--- src/common/softmax_config.svh ---
// ========================================
// softmax configuration
// widths and depths shared by the softmax
// normalizer datapath and its buffers
// ========================================

`ifndef SOFTMAX_CONFIG_SVH
`define SOFTMAX_CONFIG_SVH

`define SM_COEF_W      4
`define SM_EXP_W       16
// 15 nodes of up to 2^15 each
`define SM_SUM_W       20
`define SM_NODE_W      4
`define SM_ADDR_W      8
`define SM_WOI         1
`define SM_WOF         15
`define SM_ALPHA_W     (`SM_WOI + `SM_WOF)
`define SM_FIFO_DEPTH  16
`define SM_DIV_LAT     (`SM_ALPHA_W + 2)

`endif

--- src/common/softmax_data_pkg.sv ---
// ========================================
// softmax data types
// exponents, sums, node counts, alphas and
// the divisor buffer word
// ========================================

`include "softmax_config.svh"

package softmax_data_pkg;

  typedef logic [`SM_EXP_W-1:0]   exp_t;
  typedef logic [`SM_SUM_W-1:0]   sum_t;
  typedef logic [`SM_NODE_W-1:0]  node_cnt_t;
  typedef logic [`SM_ALPHA_W-1:0] alpha_t;

  // one entry per finished subgraph
  typedef struct packed {
    node_cnt_t node_cnt;
    sum_t      sum;
  } dvsr_entry_t;

endpackage

--- src/common/softmax_ctrl_pkg.sv ---
// ========================================
// softmax control types
// FSM states of the accumulator and the
// normalizer
// ========================================

package softmax_ctrl_pkg;

  // accumulator
  typedef enum logic {
    ACC_FETCH,
    ACC_RUN
  } accum_state_t;

  // normalizer
  typedef enum logic {
    NORM_LOAD,
    NORM_STREAM
  } norm_state_t;

endpackage

--- src/logic/sync_fifo.sv ---
// ========================================
// synchronous FIFO
// register array with show-ahead output
// ========================================

`timescale 1ns/1ps

module sync_fifo #(
  parameter int WIDTH = 16,
  parameter int DEPTH = 16
) (
  input  logic             clk,
  input  logic             rst_n,
  input  logic [WIDTH-1:0] din,
  input  logic             wr,
  output logic             full,
  output logic [WIDTH-1:0] dout,
  input  logic             rd,
  output logic             empty
);

  localparam int PTR_W = (DEPTH > 1) ? $clog2(DEPTH) : 1;
  localparam int CNT_W = $clog2(DEPTH + 1);

  logic [WIDTH-1:0] mem [DEPTH];
  logic [PTR_W-1:0] wr_ptr;
  logic [PTR_W-1:0] rd_ptr;
  logic [CNT_W-1:0] count;
  logic             do_wr;
  logic             do_rd;

  assign do_wr = wr && !full;
  assign do_rd = rd && !empty;
  assign full  = count == CNT_W'(DEPTH);
  assign empty = count == '0;
  // head entry always visible
  assign dout  = mem[rd_ptr];

  always_ff @(posedge clk) begin
    if (do_wr) begin
      mem[wr_ptr] <= din;
    end
  end

  always_ff @(posedge clk or negedge rst_n) begin
    if (!rst_n) begin
      wr_ptr <= '0;
      rd_ptr <= '0;
      count  <= '0;
    end else begin
      if (do_wr) begin
        wr_ptr <= (wr_ptr == PTR_W'(DEPTH - 1)) ? '0 : wr_ptr + 1'b1;
      end
      if (do_rd) begin
        rd_ptr <= (rd_ptr == PTR_W'(DEPTH - 1)) ? '0 : rd_ptr + 1'b1;
      end
      case ({do_wr, do_rd})
        2'b10:   count <= count + 1'b1;
        2'b01:   count <= count - 1'b1;
        default: count <= count;
      endcase
    end
  end

  // producer and consumer must respect the flags
  a_no_overflow: assert property (@(posedge clk) disable iff (!rst_n) !(wr && full))
    else $error("sync_fifo: write while full");
  a_no_underflow: assert property (@(posedge clk) disable iff (!rst_n) !(rd && empty))
    else $error("sync_fifo: read while empty");

endmodule

--- src/logic/fxp_div_pipe.sv ---
// ========================================
// pipelined fixed-point divider
// unsigned restoring division, one
// quotient bit per stage, stall on adv low
// ========================================

`timescale 1ns/1ps

module fxp_div_pipe #(
  parameter int DIVD_W = 16,
  parameter int DVSR_W = 20,
  parameter int FRAC_W = 15
) (
  input  logic              clk,
  input  logic              rst_n,
  input  logic              adv,
  input  logic              vld_in,
  input  logic [DIVD_W-1:0] dividend,
  input  logic [DVSR_W-1:0] divisor,
  output logic              vld_out,
  output logic [FRAC_W:0]   quotient
);

  // one integer bit, the dividend never exceeds the divisor
  localparam int Q_W   = FRAC_W + 1;
  localparam int NUM_W = DIVD_W + FRAC_W;

  logic [NUM_W-1:0]  num_ext;
  logic              vld_q  [Q_W+1];
  // low numerator bits shift out, quotient bits shift in
  logic [Q_W-1:0]    nq_q   [Q_W+1];
  logic [DVSR_W-1:0] rem_q  [Q_W];
  logic [DVSR_W-1:0] dvsr_q [Q_W];

  assign num_ext = {dividend, {FRAC_W{1'b0}}};

  // ========================================
  // input register
  // ========================================
  always_ff @(posedge clk or negedge rst_n) begin
    if (!rst_n) begin
      vld_q[0] <= 1'b0;
    end else if (adv) begin
      vld_q[0] <= vld_in;
    end
  end

  always_ff @(posedge clk) begin
    if (adv) begin
      rem_q[0]  <= DVSR_W'(num_ext >> Q_W);
      nq_q[0]   <= num_ext[Q_W-1:0];
      dvsr_q[0] <= divisor;
    end
  end

  // ========================================
  // quotient stages
  // ========================================
  for (genvar i = 1; i <= Q_W; i++) begin : g_stage
    logic [DVSR_W:0] trial;
    logic            ge;

    assign trial = {rem_q[i-1], nq_q[i-1][Q_W-1]};
    assign ge    = trial >= {1'b0, dvsr_q[i-1]};

    always_ff @(posedge clk or negedge rst_n) begin
      if (!rst_n) begin
        vld_q[i] <= 1'b0;
      end else if (adv) begin
        vld_q[i] <= vld_q[i-1];
      end
    end

    always_ff @(posedge clk) begin
      if (adv) begin
        nq_q[i] <= {nq_q[i-1][Q_W-2:0], ge};
      end
    end

    // last stage needs no remainder or divisor
    if (i < Q_W) begin : g_carry
      always_ff @(posedge clk) begin
        if (adv) begin
          rem_q[i]  <= ge ? DVSR_W'(trial - {1'b0, dvsr_q[i-1]}) : DVSR_W'(trial);
          dvsr_q[i] <= dvsr_q[i-1];
        end
      end
    end
  end

  // ========================================
  // output register
  // ========================================
  always_ff @(posedge clk or negedge rst_n) begin
    if (!rst_n) begin
      vld_out <= 1'b0;
    end else if (adv) begin
      vld_out <= vld_q[Q_W];
    end
  end

  always_ff @(posedge clk) begin
    if (adv) begin
      quotient <= nq_q[Q_W];
    end
  end

endmodule

--- src/softmax/softmax_accum.sv ---
// ========================================
// softmax accumulator
// fetches node counts, raises coefficients
// to powers of two, keeps the subgraph sum
// and fills dividend and divisor buffers
// ========================================

`timescale 1ns/1ps

`include "softmax_config.svh"

module softmax_accum (
  input  logic                          clk,
  input  logic                          rst_n,
  input  logic                          en,
  input  logic [`SM_COEF_W-1:0]         coef_data,
  input  logic                          coef_empty,
  output logic                          coef_rd,
  output logic [`SM_ADDR_W-1:0]         num_node_addr,
  input  softmax_data_pkg::node_cnt_t   num_node_data,
  output softmax_data_pkg::exp_t        divd_din,
  output logic                          divd_wr,
  input  logic                          divd_full,
  output softmax_data_pkg::dvsr_entry_t dvsr_din,
  output logic                          dvsr_wr,
  input  logic                          dvsr_full
);

  softmax_ctrl_pkg::accum_state_t state;
  logic [`SM_ADDR_W-1:0]          addr_q;
  softmax_data_pkg::node_cnt_t    num_node_q;
  softmax_data_pkg::node_cnt_t    node_cnt_q;
  softmax_data_pkg::sum_t         sum_q;
  softmax_data_pkg::sum_t         sum_nxt;
  softmax_data_pkg::exp_t         exp_val;
  logic                           running;
  logic                           last_node;

  // ========================================
  // exponent and sum
  // ========================================
  // one-hot shift, coef 0 gives 1
  assign exp_val   = softmax_data_pkg::exp_t'(1) << coef_data;
  assign sum_nxt   = sum_q + softmax_data_pkg::sum_t'(exp_val);
  assign running   = state == softmax_ctrl_pkg::ACC_RUN;
  assign last_node = (node_cnt_q + 1'b1) == num_node_q;

  // divisor space only matters on the closing read
  assign coef_rd = running && en && !coef_empty && !divd_full
                   && (!last_node || !dvsr_full);

  assign divd_din      = exp_val;
  assign divd_wr       = coef_rd;
  assign dvsr_din      = '{node_cnt: num_node_q, sum: sum_nxt};
  assign dvsr_wr       = coef_rd && last_node;
  assign num_node_addr = addr_q;

  // ========================================
  // control
  // ========================================
  always_ff @(posedge clk or negedge rst_n) begin
    if (!rst_n) begin
      state      <= softmax_ctrl_pkg::ACC_FETCH;
      addr_q     <= '0;
      node_cnt_q <= '0;
    end else begin
      case (state)
        softmax_ctrl_pkg::ACC_FETCH: begin
          // memory answered the address by now
          state      <= softmax_ctrl_pkg::ACC_RUN;
          node_cnt_q <= '0;
        end
        softmax_ctrl_pkg::ACC_RUN: begin
          if (coef_rd) begin
            if (last_node) begin
              state  <= softmax_ctrl_pkg::ACC_FETCH;
              addr_q <= addr_q + 1'b1;
            end else begin
              node_cnt_q <= node_cnt_q + 1'b1;
            end
          end
        end
        default: state <= softmax_ctrl_pkg::ACC_FETCH;
      endcase
    end
  end

  always_ff @(posedge clk) begin
    if (state == softmax_ctrl_pkg::ACC_FETCH) begin
      num_node_q <= num_node_data;
      sum_q      <= '0;
    end else if (coef_rd) begin
      sum_q <= sum_nxt;
    end
  end

  // an empty subgraph would stall the normalizer forever
  a_node_cnt_nonzero: assert property (@(posedge clk) disable iff (!rst_n)
    (state == softmax_ctrl_pkg::ACC_FETCH) |-> (num_node_data != '0))
    else $error("softmax_accum: zero node count at address %0d", addr_q);

endmodule

--- src/softmax/softmax_norm.sv ---
// ========================================
// softmax normalizer
// pairs each divisor entry with its
// dividends and streams them through the
// divider into the alpha FIFO
// ========================================

`timescale 1ns/1ps

`include "softmax_config.svh"

module softmax_norm (
  input  logic                          clk,
  input  logic                          rst_n,
  input  softmax_data_pkg::exp_t        divd_dout,
  input  logic                          divd_empty,
  output logic                          divd_rd,
  input  softmax_data_pkg::dvsr_entry_t dvsr_dout,
  input  logic                          dvsr_empty,
  output logic                          dvsr_rd,
  input  logic                          alpha_full,
  output softmax_data_pkg::alpha_t      alpha_data,
  output logic                          alpha_wr
);

  softmax_ctrl_pkg::norm_state_t state;
  softmax_data_pkg::sum_t        sum_hold;
  softmax_data_pkg::node_cnt_t   num_hold;
  softmax_data_pkg::node_cnt_t   issue_cnt;
  logic                          last_issue;
  logic                          adv;
  logic                          div_vld_out;

  // alpha FIFO back-pressure freezes everything
  assign adv = !alpha_full;

  assign dvsr_rd    = (state == softmax_ctrl_pkg::NORM_LOAD) && !dvsr_empty;
  assign divd_rd    = (state == softmax_ctrl_pkg::NORM_STREAM) && !divd_empty && adv;
  assign last_issue = (issue_cnt + 1'b1) == num_hold;

  // ========================================
  // control
  // ========================================
  always_ff @(posedge clk or negedge rst_n) begin
    if (!rst_n) begin
      state     <= softmax_ctrl_pkg::NORM_LOAD;
      issue_cnt <= '0;
    end else begin
      case (state)
        softmax_ctrl_pkg::NORM_LOAD: begin
          if (dvsr_rd) begin
            state     <= softmax_ctrl_pkg::NORM_STREAM;
            issue_cnt <= '0;
          end
        end
        softmax_ctrl_pkg::NORM_STREAM: begin
          if (divd_rd) begin
            issue_cnt <= issue_cnt + 1'b1;
            if (last_issue) begin
              state <= softmax_ctrl_pkg::NORM_LOAD;
            end
          end
        end
        default: state <= softmax_ctrl_pkg::NORM_LOAD;
      endcase
    end
  end

  // current subgraph's divisor
  always_ff @(posedge clk) begin
    if (dvsr_rd) begin
      sum_hold <= dvsr_dout.sum;
      num_hold <= dvsr_dout.node_cnt;
    end
  end

  // ========================================
  // divider
  // ========================================
  fxp_div_pipe #(
    .DIVD_W   (`SM_EXP_W),
    .DVSR_W   (`SM_SUM_W),
    .FRAC_W   (`SM_WOF)
  ) u_div (
    .clk      (clk),
    .rst_n    (rst_n),
    .adv      (adv),
    .vld_in   (divd_rd),
    .dividend (divd_dout),
    .divisor  (sum_hold),
    .vld_out  (div_vld_out),
    .quotient (alpha_data)
  );

  assign alpha_wr = div_vld_out && !alpha_full;

  // sum built by the accumulator is never zero
  a_divisor_nonzero: assert property (@(posedge clk) disable iff (!rst_n)
    divd_rd |-> (sum_hold != '0))
    else $error("softmax_norm: dividend issued with zero divisor");

endmodule

--- src/softmax/softmax_top.sv ---
// ========================================
// softmax normalizer top
// accumulator, dividend and divisor
// buffers, normalizer
// ========================================

`timescale 1ns/1ps

`include "softmax_config.svh"

module softmax_top (
  input  logic                        clk,
  input  logic                        rst_n,
  input  logic                        en,
  input  logic [`SM_COEF_W-1:0]       coef_data,
  input  logic                        coef_empty,
  output logic                        coef_rd,
  output logic [`SM_ADDR_W-1:0]       num_node_addr,
  input  softmax_data_pkg::node_cnt_t num_node_data,
  output softmax_data_pkg::alpha_t    alpha_data,
  output logic                        alpha_wr,
  input  logic                        alpha_full
);

  // dividend buffer
  softmax_data_pkg::exp_t        divd_din;
  softmax_data_pkg::exp_t        divd_dout;
  logic                          divd_wr;
  logic                          divd_full;
  logic                          divd_rd;
  logic                          divd_empty;

  // divisor buffer
  softmax_data_pkg::dvsr_entry_t dvsr_din;
  softmax_data_pkg::dvsr_entry_t dvsr_dout;
  logic                          dvsr_wr;
  logic                          dvsr_full;
  logic                          dvsr_rd;
  logic                          dvsr_empty;

  softmax_accum u_accum (
    .clk           (clk),
    .rst_n         (rst_n),
    .en            (en),
    .coef_data     (coef_data),
    .coef_empty    (coef_empty),
    .coef_rd       (coef_rd),
    .num_node_addr (num_node_addr),
    .num_node_data (num_node_data),
    .divd_din      (divd_din),
    .divd_wr       (divd_wr),
    .divd_full     (divd_full),
    .dvsr_din      (dvsr_din),
    .dvsr_wr       (dvsr_wr),
    .dvsr_full     (dvsr_full)
  );

  sync_fifo #(
    .WIDTH (`SM_EXP_W),
    .DEPTH (`SM_FIFO_DEPTH)
  ) u_divd_fifo (
    .clk   (clk),
    .rst_n (rst_n),
    .din   (divd_din),
    .wr    (divd_wr),
    .full  (divd_full),
    .dout  (divd_dout),
    .rd    (divd_rd),
    .empty (divd_empty)
  );

  sync_fifo #(
    .WIDTH ($bits(softmax_data_pkg::dvsr_entry_t)),
    .DEPTH (`SM_FIFO_DEPTH)
  ) u_dvsr_fifo (
    .clk   (clk),
    .rst_n (rst_n),
    .din   (dvsr_din),
    .wr    (dvsr_wr),
    .full  (dvsr_full),
    .dout  (dvsr_dout),
    .rd    (dvsr_rd),
    .empty (dvsr_empty)
  );

  softmax_norm u_norm (
    .clk        (clk),
    .rst_n      (rst_n),
    .divd_dout  (divd_dout),
    .divd_empty (divd_empty),
    .divd_rd    (divd_rd),
    .dvsr_dout  (dvsr_dout),
    .dvsr_empty (dvsr_empty),
    .dvsr_rd    (dvsr_rd),
    .alpha_full (alpha_full),
    .alpha_data (alpha_data),
    .alpha_wr   (alpha_wr)
  );

endmodule

--- config.mk ---
export PLATFORM = sky130hd
export DESIGN_NAME = softmax_top
export DESIGN_NICKNAME = d
export VERILOG_FILES = /design/src/common/softmax_data_pkg.sv /design/src/common/softmax_ctrl_pkg.sv /design/src/logic/sync_fifo.sv /design/src/logic/fxp_div_pipe.sv /design/src/softmax/softmax_accum.sv /design/src/softmax/softmax_norm.sv /design/src/softmax/softmax_top.sv
export VERILOG_INCLUDE_DIRS = /design/src /design/src/common
export SDC_FILE = /design/constraint.sdc
export NUM_CORES = 2
export LEC_CHECK = 0
export ABC_AREA = 0
export BUFFER_PORTS_ARGS = -buffer_cell sky130_fd_sc_hd__buf_2
export CAP_MARGIN = 0
export CORE_ASPECT_RATIO = 1.25
export CORE_MARGIN = 10
export CORE_UTILIZATION = 38
export CTS_BUF_LIST = sky130_fd_sc_hd__clkbuf_2
export CTS_CLUSTER_DIAMETER = 80
export CTS_CLUSTER_SIZE = 30
export DETAILED_ROUTE_END_ITERATION = 7
export SLEW_MARGIN = 20
export SYNTH_ARGS = -nofsm -noshare
export SYNTH_HDL_FRONTEND = slang
export SYNTH_SLANG_ARGS = --single-unit
--- constraint.sdc ---
create_clock -name clk -period 4.8 [get_ports clk]
set_input_delay 0.96 -clock clk [delete_from_list [all_inputs] [get_ports clk]]
set_output_delay 0.96 -clock clk [all_outputs]
set_load 0.005 [all_outputs]
==> out/qor.csv <==
stage,metric,value,unit
clock_tree,Root Buffer,clkbuf_2,
clock_tree,CTS Buf Count,83,
setup_path,CP max stage delay,720,ps
synthesis,top cell type's share of synthesized area,0.6099,
clock_tree,CTS tree,yes,
floorplan,height of the die,505.6,um
final_layout,share of layout cells above drive strength 1,0.1275,
synthesis,Post-synth EDFFs,1456,
sta,Worst-Margin Slew,998.7,ps
final_layout,register area,45690,um2
synthesis,synthesized area,71690,um2
route,DR pass1 iterations,5,
hold_path,worst hold path type,input pin to asynchronous set/reset pin,
synthesis,Synth cell types,81,
placement,hpwl dp,99600,um
global_route,Overflow after GRT,0,
synthesis,yosys warns,0,
sta,achievable frequency,227.0,MHz
route,total routed wirelength,147000,um
global_route,vias in the first global route,41786,
synthesis,syn_nets,5396,
setup_path,Worst setup SP type,flip-flop,
route,Avg WL per Cell,18.99,um
setup_path,CP endpoint kind,output pin,
power_and_ir_drop,sw frac,0.3667,
floorplan,Site Rows,178,
sta,hold slack,307.8,ps
power_and_ir_drop,P_sw,16.24,mW
clock_tree,Num Clock Sinks,1538,
clock_tree,latest clock arrival within the worst-skew pair,1620,ps
power_and_ir_drop,register share of total power,0.457,
route,ANT nets after route,0,
sta,"Setup violations, final",0,
sta,"Hold Vio Cnt, Final",0,
floorplan,initial cell density of the core,0.3814,
route,Via density,5.147,
route,drc violations,0,
sta,RSZ-0062 raised after global routing,no,
setup_path,CP bufs+invs,2,
sta,max_slew headroom,0.3319,
final_layout,Area Growth Syn to Fin,7.810,%
route,initial DRC count,2290,
power_and_ir_drop,Max IR drop VDD,364.0,uV
global_route,Tot GR Track Use,0.1400,
synthesis,"Primary FF master, synth",edfxtp_1,
clock_tree,Clock transition at path regs,510,ps
route,DR vias,39841,
final_layout,Finished Core Util,0.4112,
synthesis,ys async rst share,0.04031,
synthesis,sequential area share after synthesis,0.6371,
sta,clk_skew,260.7,ps
setup_path,WP data required,3840,ps
power_and_ir_drop,clock share of power,0.126,
power_and_ir_drop,Power Density,572.9,nW/um2
power_and_ir_drop,share of total power in combinational logic,0.417,
synthesis,"Avg Cell Area, Syn",14.30,um2
floorplan,I/O Pins,39,
setup_path,critical-path cell list,xnor2_1 > nor4_2 > inv_2 > o21a_2 > buf_2,
synthesis,Syn Inst Count,5014,
placement,PortBufs,38,
setup_path,WS Path Type,flip-flop to output pin,
outcome,status,"finished, final reports clean",
synthesis,Yosys top cell by area,edfxtp_1,
clock_tree,# H-tree levels,3,
global_route,first-pass GRT wire length,229700,um
global_route,initial antenna violation count,3,
setup_path,CP max FO,17,
flow_run,Max Cap Violations,0,
clock_tree,Max Root-Sink Buffers,3,
synthesis,largest cells by area after synthesis,"edfxtp_1 (61%), mux4_2 (6.3%), ha_1 (6.1%)",
sta,final cycle utilization of the critical path,0.9179,
setup_path,CP arrival,3450,ps
global_route,largest net degree at the start of global routing,131,
sta,final count of pins violating max slew,0,
power_and_ir_drop,Leak,28.58,nW
power_and_ir_drop,"Power, Total",44.28,mW
placement,gpl congestion,0.8828,
final_layout,area occupied by multi-input gates,24060,um2
setup_path,Top delay family on crit path,flip-flops,
setup_path,CP max-delay cell,edfxtp_1,
final_layout,Final nets,5533,
floorplan,total die area,206500,um2
synthesis,#FFs+latches synth,1538,
floorplan,chip width,408.5,um
final_layout,# fillers,17226,
sta,fin crit period,4406,ps
power_and_ir_drop,Int Pwr,28.04,mW
floorplan,area of the core,188000,um2
cell usage after synthesis (12+ instances only):
cell,count
edfxtp_1,1456
inv_1,404
nand2_1,361
ha_1,352
a21oi_1,280
nor2_1,223
mux4_2,200
xnor2_1,153
o21ai_1,146
o21ai_0,130
a21o_1,125
xor2_1,124
nand3_1,80
nor3_1,77
nand2b_1,65
dfrtp_1,62
o21a_1,59
clkbuf_1,56
mux2_1,52
nor2b_1,51
nand4_1,49
mux2_2,45
buf_2,41
o21bai_1,24
o31ai_1,24
and3_1,22
dfxtp_1,20
a31oi_1,19
a211oi_1,18
buf_1,18
nor4_1,18
fa_1,17
mux2_4,17
or2_2,17
o211ai_1,15
mux2i_1,14
o31a_1,13
a21boi_0,12
worst reg2reg max path: stages (launching register included):
cell	delay [ps]
edfxtp_1	520
ha_1	320
nor2b_1	130
o21a_1	180
o21a_1	200
o41a_1	440
a2111oi_4	430
a211oi_1	210
o21ai_2	670
buf_4	290
o21ai_1	80
per-layer routing:
| layer | vias to the layer above | track usage | wire, um |
|---|---|---|---|
| li1 | 19058 | - | - |
| met1 | 19856 | 0.1378 | 51900 |
| met2 | 608 | 0.2858 | 84270 |
| met3 | 319 | 0.01529 | 3913 |
| met4 | 0 | 0.06380 | 6894 |
| met5 | - | 0 | 0 |
through the flow:
step / instances / area (um2) / setup TNS [ps] / setup WS (ps)
2_1_floorplan: 5014 / 71710 / -6751280 / -8568
3_3_place_gp: 7561 / 75650 / 0 / 163.9
3_5_place_dp: 7561 / 75660 / 0 / 12.03
4_1_cts: 7737 / 77230 / 0 / 15.85
5_1_grt: 7740 / 77290 / 0 / 80.40
6_report: 7741 / 77290 / 0 / 394.2
logic make-up (layout without fill, tap and decap cells):
kind of cell,Yosys count,count (layout),synth area share
fa+ha+maj,369,369,0.06618
other cells,0,4,0
flops,1538,1538,0.6371
xor+xnor,277,277,0.03384
buf+inv,542,745,0.03009
mux,328,328,0.08358
simple gates,1003,1003,0.06485
compound gates,957,957,0.08438
cell type report:
class | instances | area share
Antenna cell | 4 | 0.0001295
Sequential cell | 1538 | 0.5911
Clock inverter | 58 | 0.01088
Tap cell | 2520 | 0.04079
Inverter | 415 | 0.02020
Multi-Input combinational cell | 2934 | 0.3113
Timing Repair Buffer | 179 | 0.01956
Clock buffer | 93 | 0.006022
cell usage in the layout, fill, tap and decap left out, types with 18 or more instances in the layout:
cell type and instances:
mux2_2 45, a21oi_1 279, a21o_1 125, o21a_1 58
nor3_1 67, a211oi_1 18, clkbuf_2 93, o31ai_1 24
buf_2 37, xnor2_1 145, and3_1 22, mux4_2 200
xor2_1 124, nand2b_1 65, nor2b_1 51, edfxtp_1 1456
o21bai_1 24, dfxtp_1 20, dlygate4sd3_1 21, nand3_1 80
inv_1 403, dfrtp_1 55, nand2_1 361, o21ai_0 130
buf_4 105, ha_1 352, nand4_1 49, nor2_1 210
o21ai_1 140, mux2_1 52, a31oi_1 19
repair_timing:
item	in CTS	in global routing
hold buffers	22	0
buffers inserted	3	0
hold endpoints to repair	400	0
setup endpoints to repair	1	1
resized for setup	2	0
pin swaps	0	1
path summary, 6_finish.rpt:
| check | from | end | slack (ps) | cells after the start |
|---|---|---|---|---|
| hold reg to reg | u_norm.u_div.dvsr_q[1][62] | u_norm.u_div.dvsr_q[1][82] | 310 | 0 |
| max in group asynchronous | rst_n | u_norm.u_div.vld_q[2] | 3990 | 4 |
| setup reg to reg | u_norm.u_div.rem_q[0][60] | u_norm.u_div.rem_q[0][91] | 940 | 10 |
| hold / removal | rst_n | u_divd_fifo.wr_ptr[0] | 310 | 4 |
| min in group clk | u_norm.u_div.dvsr_q[1][62] | u_norm.u_div.dvsr_q[1][82] | 310 | 0 |
| setup / recovery | u_accum.num_node_q[0] | coef_rd | 390 | 5 |
sequential cells by signal, summed over array words and instances (netlist names), 5 cells and up:
signal / cells
u_dvsr_fifo.mem: 384
u_divd_fifo.count: 5
u_norm.u_div.dvsr_q: 320
u_dvsr_fifo.count: 5
u_norm.sum_hold: 20
u_divd_fifo.mem: 256
u_norm.u_div.rem_q: 315
u_norm.u_div.nq_q: 137
u_accum.sum_q: 20
u_norm.u_div.vld_q: 17
u_norm.u_div.quotient: 16
u_accum.num_node_addr: 8
power groups by stage:
stage,combinational (mW),sequential (mW),clock (mW)
after floorplan,14.9,19.6,0
after global placement,18.1,20.5,0
after detailed placement,18.5,20.6,0
after CTS,18.6,20.3,5.88
after global routing,20.6,20.5,6.33
final,18.5,20.2,5.58
Note: power is estimated with default switching activity, not from simulation.
